[src/logic/periph_pkg.sv]
// Register map assumes 32-bit words at byte address bits 4:2; only eight registers exist
package periph_pkg;

	localparam int ADDR_W = 5;
	localparam int DATA_W = 32;
	localparam int STRB_W = DATA_W / 8;

	// Word index of each register
	typedef enum logic [2:0] {
		REG_PIC      = 3'd0,
		REG_WATCHDOG = 3'd1,
		REG_TIMER    = 3'd2,
		REG_RESERVED = 3'd3,
		REG_M_CLOCKS = 3'd4,
		REG_M_ICOUNT = 3'd5,
		REG_U_CLOCKS = 3'd6,
		REG_U_ICOUNT = 3'd7
	} reg_addr_e;

	// One accepted write, present for a single cycle
	typedef struct packed {
		logic                valid;
		reg_addr_e           addr;
		logic [DATA_W-1:0]   data;
		logic [STRB_W-1:0]   strb;
	} wr_cmd_t;

	// CPU state seen by the peripherals
	typedef struct packed {
		logic halted;
		logic gie;
		logic icount;
	} cpu_status_t;

	// Replace each byte of the old word whose strobe is set
	function automatic logic [DATA_W-1:0] merge_wstrb(input logic [DATA_W-1:0] old_word,
		input logic [DATA_W-1:0] new_word, input logic [STRB_W-1:0] strb);
		logic [DATA_W-1:0] result;
		result = old_word;
		for (int k = 0; k < STRB_W; k++) begin
			if (strb[k])
				result[8*k +: 8] = new_word[8*k +: 8];
		end
		return result;
	endfunction

endpackage
[src/logic/cpu_periphs.sv]
// One reset clears the bus and the peripherals; EXT_INTS must be 1 to 14, timer is source 0
module cpu_periphs import periph_pkg::*; #(
	parameter int EXT_INTS = 2
) (
	input  logic                S_AXI_ACLK,
	input  logic                i_cpu_reset,
	input  logic                S_AXI_AWVALID,
	output logic                S_AXI_AWREADY,
	input  logic [ADDR_W-1:0]   S_AXI_AWADDR,
	input  logic                S_AXI_WVALID,
	output logic                S_AXI_WREADY,
	input  logic [DATA_W-1:0]   S_AXI_WDATA,
	input  logic [STRB_W-1:0]   S_AXI_WSTRB,
	output logic                S_AXI_BVALID,
	input  logic                S_AXI_BREADY,
	output logic [1:0]          S_AXI_BRESP,
	input  logic                S_AXI_ARVALID,
	output logic                S_AXI_ARREADY,
	input  logic [ADDR_W-1:0]   S_AXI_ARADDR,
	output logic                S_AXI_RVALID,
	input  logic                S_AXI_RREADY,
	output logic [DATA_W-1:0]   S_AXI_RDATA,
	output logic [1:0]          S_AXI_RRESP,
	input  cpu_status_t         i_cpu_status,
	input  logic [EXT_INTS-1:0] i_ivec,
	output logic                o_interrupt,
	output logic                o_watchdog_reset
);

	wr_cmd_t           wr_cmd;
	reg_addr_e         rd_addr;
	logic              rd_stb, wr_busy, rd_busy, timer_int;
	logic [DATA_W-1:0] pic_data, wdog_data, timer_data;
	logic [DATA_W-1:0] m_clocks, m_icount, u_clocks, u_icount;

	//////////////////////////////
	// Decode
	//////////////////////////////

	axil_decode u_decode (
		.S_AXI_ACLK, .i_cpu_reset,
		.i_awvalid(S_AXI_AWVALID), .i_awaddr(S_AXI_AWADDR),
		.i_wvalid(S_AXI_WVALID), .i_wdata(S_AXI_WDATA), .i_wstrb(S_AXI_WSTRB),
		.i_arvalid(S_AXI_ARVALID), .i_araddr(S_AXI_ARADDR),
		.i_wr_busy(wr_busy), .i_rd_busy(rd_busy),
		.o_awready(S_AXI_AWREADY), .o_wready(S_AXI_WREADY), .o_arready(S_AXI_ARREADY),
		.o_wr_cmd(wr_cmd), .o_rd_stb(rd_stb), .o_rd_addr(rd_addr)
	);

	//////////////////////////////
	// Execute
	//////////////////////////////

	irq_control #(.EXT_INTS(EXT_INTS)) u_pic (
		.S_AXI_ACLK, .i_cpu_reset, .i_wr_cmd(wr_cmd),
		.i_sources({i_ivec, timer_int}),
		.o_data(pic_data), .o_interrupt(o_interrupt)
	);

	down_timer #(.OPT_RELOAD(1'b1), .REG_SEL(REG_TIMER)) u_timer (
		.S_AXI_ACLK, .i_cpu_reset, .i_wr_cmd(wr_cmd), .i_cpu_status,
		.o_data(timer_data), .o_expired(timer_int)
	);

	// Watchdog never reloads
	down_timer #(.OPT_RELOAD(1'b0), .REG_SEL(REG_WATCHDOG)) u_watchdog (
		.S_AXI_ACLK, .i_cpu_reset, .i_wr_cmd(wr_cmd), .i_cpu_status,
		.o_data(wdog_data), .o_expired(o_watchdog_reset)
	);

	acct_counters u_counters (
		.S_AXI_ACLK, .i_cpu_reset, .i_wr_cmd(wr_cmd), .i_cpu_status,
		.o_m_clocks(m_clocks), .o_m_icount(m_icount),
		.o_u_clocks(u_clocks), .o_u_icount(u_icount)
	);

	//////////////////////////////
	// Result
	//////////////////////////////

	read_result u_result (
		.S_AXI_ACLK, .i_cpu_reset, .i_rd_stb(rd_stb), .i_rd_addr(rd_addr),
		.i_wr_cmd(wr_cmd), .i_pic_data(pic_data), .i_wdog_data(wdog_data),
		.i_timer_data(timer_data), .i_m_clocks(m_clocks), .i_m_icount(m_icount),
		.i_u_clocks(u_clocks), .i_u_icount(u_icount),
		.S_AXI_BREADY, .S_AXI_RREADY,
		.o_bvalid(S_AXI_BVALID), .o_rvalid(S_AXI_RVALID), .o_rdata(S_AXI_RDATA),
		.o_wr_busy(wr_busy), .o_rd_busy(rd_busy)
	);

	// OKAY on every response
	assign S_AXI_BRESP = 2'b00;
	assign S_AXI_RRESP = 2'b00;

endmodule

[src/logic/read_result.sv]
// Responses are always OKAY; RDATA is only meaningful while RVALID is high
module read_result import periph_pkg::*; (
	input  logic              S_AXI_ACLK,
	input  logic              i_cpu_reset,
	input  logic              i_rd_stb,
	input  reg_addr_e         i_rd_addr,
	input  wr_cmd_t           i_wr_cmd,
	input  logic [DATA_W-1:0] i_pic_data,
	input  logic [DATA_W-1:0] i_wdog_data,
	input  logic [DATA_W-1:0] i_timer_data,
	input  logic [DATA_W-1:0] i_m_clocks,
	input  logic [DATA_W-1:0] i_m_icount,
	input  logic [DATA_W-1:0] i_u_clocks,
	input  logic [DATA_W-1:0] i_u_icount,
	input  logic              S_AXI_BREADY,
	input  logic              S_AXI_RREADY,
	output logic              o_bvalid,
	output logic              o_rvalid,
	output logic [DATA_W-1:0] o_rdata,
	output logic              o_wr_busy,
	output logic              o_rd_busy
);

	logic [DATA_W-1:0] rd_word;

	always_comb begin
		case (i_rd_addr)
		REG_PIC:      rd_word = i_pic_data;
		REG_WATCHDOG: rd_word = i_wdog_data;
		REG_TIMER:    rd_word = i_timer_data;
		REG_M_CLOCKS: rd_word = i_m_clocks;
		REG_M_ICOUNT: rd_word = i_m_icount;
		REG_U_CLOCKS: rd_word = i_u_clocks;
		REG_U_ICOUNT: rd_word = i_u_icount;
		default:      rd_word = '0;
		endcase
	end

	always_ff @(posedge S_AXI_ACLK) begin
		if (i_cpu_reset) begin
			o_bvalid <= 1'b0;
			o_rvalid <= 1'b0;
		end else begin
			if (i_wr_cmd.valid)
				o_bvalid <= 1'b1;
			else if (S_AXI_BREADY)
				o_bvalid <= 1'b0;
			if (i_rd_stb)
				o_rvalid <= 1'b1;
			else if (S_AXI_RREADY)
				o_rvalid <= 1'b0;
		end
	end

	// Data is captured only on an accepted read
	always_ff @(posedge S_AXI_ACLK) begin
		if (i_rd_stb)
			o_rdata <= rd_word;
	end

	assign o_wr_busy = o_bvalid && !S_AXI_BREADY;
	assign o_rd_busy = o_rvalid && !S_AXI_RREADY;

endmodule

[src/logic/acct_counters.sv]
// Counters wrap at 2^32; a bus write to a counter overrides its count in that cycle
module acct_counters import periph_pkg::*; (
	input  logic              S_AXI_ACLK,
	input  logic              i_cpu_reset,
	input  wr_cmd_t           i_wr_cmd,
	input  cpu_status_t       i_cpu_status,
	output logic [DATA_W-1:0] o_m_clocks,
	output logic [DATA_W-1:0] o_m_icount,
	output logic [DATA_W-1:0] o_u_clocks,
	output logic [DATA_W-1:0] o_u_icount
);

	localparam reg_addr_e CNT_ADDR [4] = '{REG_M_CLOCKS, REG_M_ICOUNT,
		REG_U_CLOCKS, REG_U_ICOUNT};

	logic [3:0]        inc;
	logic [DATA_W-1:0] cnt [4];

	// Count events, index order follows CNT_ADDR
	assign inc[0] = !i_cpu_status.halted;
	assign inc[1] = i_cpu_status.icount;
	assign inc[2] = !i_cpu_status.halted && i_cpu_status.gie;
	assign inc[3] = i_cpu_status.icount && i_cpu_status.gie;

	for (genvar k = 0; k < 4; k++) begin : g_cnt
		logic sel_wr;

		assign sel_wr = i_wr_cmd.valid && (i_wr_cmd.addr == CNT_ADDR[k]);

		always_ff @(posedge S_AXI_ACLK) begin
			if (i_cpu_reset)
				cnt[k] <= '0;
			else if (sel_wr)
				cnt[k] <= merge_wstrb(cnt[k], i_wr_cmd.data, i_wr_cmd.strb);
			else if (inc[k])
				cnt[k] <= cnt[k] + 1'b1;
		end
	end

	assign o_m_clocks = cnt[0];
	assign o_m_icount = cnt[1];
	assign o_u_clocks = cnt[2];
	assign o_u_icount = cnt[3];

endmodule

[src/logic/down_timer.sv]
// Counts only while the CPU runs; a zero count is idle, and without reload bit 31 reads zero
module down_timer import periph_pkg::*; #(
	parameter bit        OPT_RELOAD = 1'b1,
	parameter reg_addr_e REG_SEL    = REG_TIMER
) (
	input  logic              S_AXI_ACLK,
	input  logic              i_cpu_reset,
	input  wr_cmd_t           i_wr_cmd,
	input  cpu_status_t       i_cpu_status,
	output logic [DATA_W-1:0] o_data,
	output logic              o_expired
);

	logic [30:0]       count;
	logic [30:0]       reload_val;
	logic              reload_en;
	logic              sel_wr;
	logic [DATA_W-1:0] merged;

	assign sel_wr = i_wr_cmd.valid && (i_wr_cmd.addr == REG_SEL);
	assign merged = merge_wstrb(o_data, i_wr_cmd.data, i_wr_cmd.strb);

	always_ff @(posedge S_AXI_ACLK) begin
		if (i_cpu_reset) begin
			count     <= '0;
			reload_en <= 1'b0;
			o_expired <= 1'b0;
		end else begin
			o_expired <= 1'b0;
			if (sel_wr) begin
				count     <= merged[30:0];
				reload_en <= OPT_RELOAD && merged[31];
			end else if (!i_cpu_status.halted && (count != '0)) begin
				if (count == 31'd1) begin
					o_expired <= 1'b1;
					count     <= reload_en ? reload_val : '0;
				end else begin
					count <= count - 31'd1;
				end
			end
		end
	end

	// Start value kept for auto-reload
	always_ff @(posedge S_AXI_ACLK) begin
		if (sel_wr)
			reload_val <= merged[30:0];
	end

	assign o_data = {reload_en, count};

endmodule

[src/logic/irq_control.sv]
// Up to 15 sources; writing 1 to a status bit clears it, and bit 15 always reads zero
module irq_control import periph_pkg::*; #(
	parameter int EXT_INTS = 2
) (
	input  logic              S_AXI_ACLK,
	input  logic              i_cpu_reset,
	input  wr_cmd_t           i_wr_cmd,
	input  logic [EXT_INTS:0] i_sources,
	output logic [DATA_W-1:0] o_data,
	output logic              o_interrupt
);

	localparam int NSRC = 15;

	logic [NSRC-1:0]   status;
	logic [NSRC-1:0]   enable;
	logic              master_en;
	logic [NSRC-1:0]   src_vec;
	logic [DATA_W-1:0] merged;
	logic              pic_wr;

	// Unused source slots stay zero
	assign src_vec = NSRC'(i_sources);

	assign pic_wr = i_wr_cmd.valid && (i_wr_cmd.addr == REG_PIC);
	assign merged = merge_wstrb(o_data, i_wr_cmd.data, i_wr_cmd.strb);

	always_ff @(posedge S_AXI_ACLK) begin
		if (i_cpu_reset) begin
			status    <= '0;
			enable    <= '0;
			master_en <= 1'b0;
		end else if (pic_wr) begin
			// New pulses win over a clear in the same cycle
			status    <= (status & ~merged[NSRC-1:0]) | src_vec;
			enable    <= merged[30:16];
			master_en <= merged[31];
		end else begin
			status    <= status | src_vec;
		end
	end

	assign o_data = {master_en, enable, 1'b0, status};

	// Any enabled pending source, gated by the master enable
	assign o_interrupt = master_en && |(status & enable);

endmodule

[src/logic/axil_decode.sv]
// Single-beat AXI-lite only; AW and W must both be valid before a write is taken, no PROT
module axil_decode import periph_pkg::*; (
	input  logic              S_AXI_ACLK,
	input  logic              i_cpu_reset,
	// Write address and data channels
	input  logic              i_awvalid,
	input  logic [ADDR_W-1:0] i_awaddr,
	input  logic              i_wvalid,
	input  logic [DATA_W-1:0] i_wdata,
	input  logic [STRB_W-1:0] i_wstrb,
	// Read address channel
	input  logic              i_arvalid,
	input  logic [ADDR_W-1:0] i_araddr,
	// Response back-pressure
	input  logic              i_wr_busy,
	input  logic              i_rd_busy,
	output logic              o_awready,
	output logic              o_wready,
	output logic              o_arready,
	output wr_cmd_t           o_wr_cmd,
	output logic              o_rd_stb,
	output reg_addr_e         o_rd_addr
);

	//////////////////////////////
	// Write acceptance
	//////////////////////////////

	logic wr_ready;

	// Shared AW/W ready, high for one cycle per write
	always_ff @(posedge S_AXI_ACLK) begin
		if (i_cpu_reset)
			wr_ready <= 1'b0;
		else
			wr_ready <= !wr_ready && i_awvalid && i_wvalid && !i_wr_busy;
	end

	assign o_awready = wr_ready;
	assign o_wready  = wr_ready;

	// Transfer happens while ready is high
	always_comb begin
		o_wr_cmd.valid = wr_ready;
		o_wr_cmd.addr  = reg_addr_e'(i_awaddr[ADDR_W-1:2]);
		o_wr_cmd.data  = i_wdata;
		o_wr_cmd.strb  = i_wstrb;
	end

	//////////////////////////////
	// Read acceptance
	//////////////////////////////

	// Ready unless a read response is stalled
	assign o_arready = !i_rd_busy;
	assign o_rd_stb  = i_arvalid && !i_rd_busy;

	// Byte offset within the word is ignored
	assign o_rd_addr = reg_addr_e'(i_araddr[ADDR_W-1:2]);

endmodule

[config.mk]
export PLATFORM = sky130hd
export DESIGN_NAME = cpu_periphs
export DESIGN_NICKNAME = d
export VERILOG_FILES = /design/src/logic/periph_pkg.sv /design/src/logic/cpu_periphs.sv /design/src/logic/read_result.sv /design/src/logic/acct_counters.sv /design/src/logic/down_timer.sv /design/src/logic/irq_control.sv /design/src/logic/axil_decode.sv
export SDC_FILE = /design/constraint.sdc
export NUM_CORES = 1
export LEC_CHECK = 0
export BUFFER_PORTS_ARGS = -buffer_cell sky130_fd_sc_hd__clkbuf_2
export CAP_MARGIN = 40
export CORE_UTILIZATION = 35
export CTS_CLUSTER_DIAMETER = 50
export DETAILED_ROUTE_END_ITERATION = 6
export GPL_ROUTABILITY_DRIVEN = 1
export PLACE_DENSITY = 0.59
export SETUP_SLACK_MARGIN = 0.5
export SLEW_MARGIN = 20
export SYNTH_ARGS = -nofsm -noshare
export SYNTH_HDL_FRONTEND = slang
export SYNTH_SLANG_ARGS = --single-unit
export TNS_END_PERCENT = 100
[constraint.sdc]
create_clock -name S_AXI_ACLK -period 3.2 [get_ports S_AXI_ACLK]
set_clock_uncertainty 0.2 [all_clocks]
set_input_delay 0.64 -clock S_AXI_ACLK [delete_from_list [all_inputs] [get_ports S_AXI_ACLK]]
set_output_delay 0.64 -clock S_AXI_ACLK [all_outputs]
set_load 0.1 [all_outputs]
==> results by group <==
Global routing
  – GRT overflow: 0
  – Vias in the first global route: between 15,000 and 20,000
  – Initial antenna violation count: 3
  – GRT Total Usage: 0.246
  – Pin count of the biggest net entering global routing: slightly below 70
  – First-pass GRT wire length: 94.6 mm

Logic synthesis
  – #FFs+latches synth: slightly below 300
  – Cell Area, Synth: 0.0175 mm²
  – Syn Inst Count: approximately 1,900
  – Synth top area cells: edfxtp_1, dfxtp_1, nand2_1, o21ai_0, nor2_1
  – Leading area contributor after synthesis: edfxtp_1
  – Yosys cell types: 77
  – Post-synth top area share: 0.327
  – Warnings from Yosys: 0
  – Seq/Total Area, Yosys: 0.440
  – Number of flops mapped to enable cells by yosys: 191
  – Post-synth top flop: edfxtp_1
  – Mean post-synth cell area: 9.07 µm²
  – Synth async-reset ratio: 0

Floorplan
  – Total Die Area: 0.0510 mm²
  – Chip height: ~230 µm
  – Area of the core: 0.0492 mm²
  – Std-Cell Rows: between 80 and 90
  – Die X: 226 µm
  – Top Ports: 101
  – Initial Utilization: 0.357

Routing
  – Vias per Instance: 5.88
  – Detailed Route Iter0 Violations: 1,840
  – WL final: 63.2 mm
  – Avg WL per Cell: 22.9 µm
  – DRC viols: 0
  – DR vias: 16,200
  – Routed Antenna Nets: 0
  – Drt pass-1 iters: 6

Min path
  – Min-delay worst type: in2reg
  – Hold path depth: 3
  – Worst hold start: S_AXI_ARVALID

Worst setup path
  – R2r startpoint: u_timer.count[1]
  – Buffers plus inverters on the worst setup path: 4
  – Crit-path max FO: 5
  – CP top delay family: simple AND/OR/NAND/NOR gates
  – WP data required: 3.40 ns
  – Worst path depth: 11
  – Cell mode on critical path: buf_4
  – CP max-delay cell: or4b_4
  – Crit Path Class: reg2reg
  – Critical path launch point type: flop
  – Critical Path Max Stage Delay: 0.47 ns
  – WP data arrival: 2.88 ns
  – Critical path launch point: u_timer.count[1]
  – R2R depth: 11
  – Setup crit end kind: flop
  – Crit path cell chain: buf_4 > inv_4 > ha_4 > or4b_4 > nor4_4 > buf_4 > and3_4 > buf_8 > nor2_1 > a311oi_1 > a211oi_1

STA
  – Slew Limit Headroom: 0.367
  – Tcrit/Tclk final: 0.839
  – Fin crit period: 2.69 ns
  – Smallest hold slack: approximately 0.10 ns
  – Setup TNS: 0 ns
  – Measured slew at the worst slew-check pin: 0.939 ns
  – Final Hold Viols: 0
  – RSZ-0062 raised after global routing: true
  – Final Max Slew Viols: 0
  – Setup Viol. Count Final: 0
  – Fmax: 372 MHz

Placed design
  – GP Congestion: around 0.93
  – DPL Wire Length: about 47 mm
  – Port bufs: between 90 and 100

Clock network
  – Sink Count: 290
  – CTS tree: yes
  – Root buf cell: clkbuf_16
  – Reg clk slew, reported paths: 0.05 ns
  – Worst-Skew Late Latency: 0.58 ns
  – Num CTS Buffers: slightly above 40
  – CTS max path bufs: 3
  – H-tree levels: 2

Power and ir drop
  – Max VDD drop: ~0.00044 V
  – Post-layout power: 14.1 mW
  – Leakage power: 7.43 nW
  – Pwr per Cell Area: slightly below 700 mW/mm²

Final layout
  – Final nets: approximately 2,100
  – Fraction of layout cells with a size suffix above 1: 0.194
  – Syn-to-layout area delta: 19.2%

Outcome
  – Outcome: finished, final reports clean

Job
  – Max cap viols: 0
cells in the final DEF (no fill, tap or decap), types with 37 or more instances in the layout:
cell type / instances
a21oi_1: 128
buf_4: 114
clkbuf_16: 43
clkbuf_2: 89
dfxtp_1: 94
edfxtp_1: 191
nand2_1: 240
nand3_1: 84
nand4_1: 37
nor2_1: 174
nor3_1: 53
o21ai_0: 163
xnor2_1: 74
xor2_1: 67
layout make-up:
| type | count | area [µm²] |
|---|---|---|
| timing repair buffer | 216 | 1500 |
| fill | 4785 | 28300 |
| antenna | 1 | 2.50 |
| inverter | 39 | 149 |
| clock buffer | 54 | 1140 |
| clock inverter | 22 | 243 |
| sequential | 290 | 7720 |
| tap | 664 | 831 |
| multi-input combinational | 1472 | 9310 |
tightest hold or removal path: cells and delay by family:
family | cells | cell delay (ns)
buffers and inverters | 2 | 0.13
AOI/OAI and AO/OA | 1 | 0.05
metrics by stage:
step	instances	worst slack (ns)	area (µm²)	util
floorplan	1936	0.440	17600	-
global placement	2649	0.298	19100	0.388
detailed placement	2649	0.312	19100	0.388
CTS	2742	0.431	20700	0.421
global route	2758	0.407	20900	0.425
finish	2758	0.514	20900	0.425
cell usage after synthesis, types with 20 or more instances:
library cell,n
xnor2_1,74
mux2_2,35
edfxtp_1,191
and3_1,35
dfxtp_1,99
inv_1,37
nor2_1,175
nand4_1,37
a21oi_1,128
nor3_1,57
clkbuf_1,104
o22ai_1,33
o21a_1,20
o21ai_0,167
xor2_1,67
nand3_1,86
nand2_1,242
nor4_1,27
mux4_2,25
mux2i_1,32
final timing paths:
path                        to  slack [ns]
max           u_timer.count[8]        0.51
min          u_result.o_rvalid        0.10
max reg2reg   u_timer.count[8]        0.51
min reg2reg    u_pic.enable[1]        0.28
sequential cells by signal, indices dropped and copies added, names as in the netlist:
| register | count |
|---|---|
| u_timer.o_expired | 1 |
| u_watchdog.o_expired | 1 |
| u_timer.reload_en | 1 |
| u_timer.count | 31 |
| u_result.o_bvalid | 1 |
| u_counters.cnt | 128 |
| u_timer.reload_val | 31 |
| u_watchdog.count | 31 |
| u_result.o_rdata | 32 |
| u_pic.status | 15 |
| u_pic.enable | 15 |
| u_result.o_rvalid | 1 |
| u_pic.master_en | 1 |
| u_decode.o_awready | 1 |
logic make-up (layout without fill, tap and decap cells):
| logic type | Yosys count | after routing | share of synthesized area |
|---|---|---|---|
| and+or+nand+nor | 746 | 746 | 0.205 |
| AOI/OAI and AO/OA | 481 | 481 | 0.166 |
| DFF | 290 | 290 | 0.440 |
| buffers and inverters | 174 | 331 | 0.0397 |
| xor gates and xnor gates | 141 | 141 | 0.0705 |
| muxes | 92 | 92 | 0.0729 |
| adders and majority gates | 8 | 8 | 0.00571 |
| other | 1 | 5 | 0.000214 |
timing repair:
action / in CTS / in global routing
cloned: 0 / 1
setup buffers: 17 / 12
setup endpoints to repair: 46 / 57
hold buffers: 0 / 0
pin swaps: 10 / 9
hold endpoints to repair: 0 / 0
resized for setup: 22 / 23
report_power, final:
| group | switching (mW) | internal [mW] | leakage (nW) |
|---|---|---|---|
| sequential | 0.502 | 4.38 | 2.80 |
| clock | 1.86 | 2.78 | 0.667 |
| combinational | 2.65 | 1.91 | 3.97 |
| total | 5.01 | 9.07 | 7.43 |
metal layers:
| metal | part of all wire | GRT usage | vias to the layer above | wire (µm) |
|---|---|---|---|---|
| met5 | 0.00036 | 0 | - | 23 |
| met4 | 0.038 | 0.0990 | 4 | 2400 |
| met3 | 0.074 | 0.0324 | 139 | 4700 |
| met2 | 0.45 | 0.386 | 771 | 28600 |
| met1 | 0.43 | 0.342 | 7894 | 27400 |
| li1 | - | - | 7400 | - |
No activity file was read; power rests on OpenSTA's default activity.
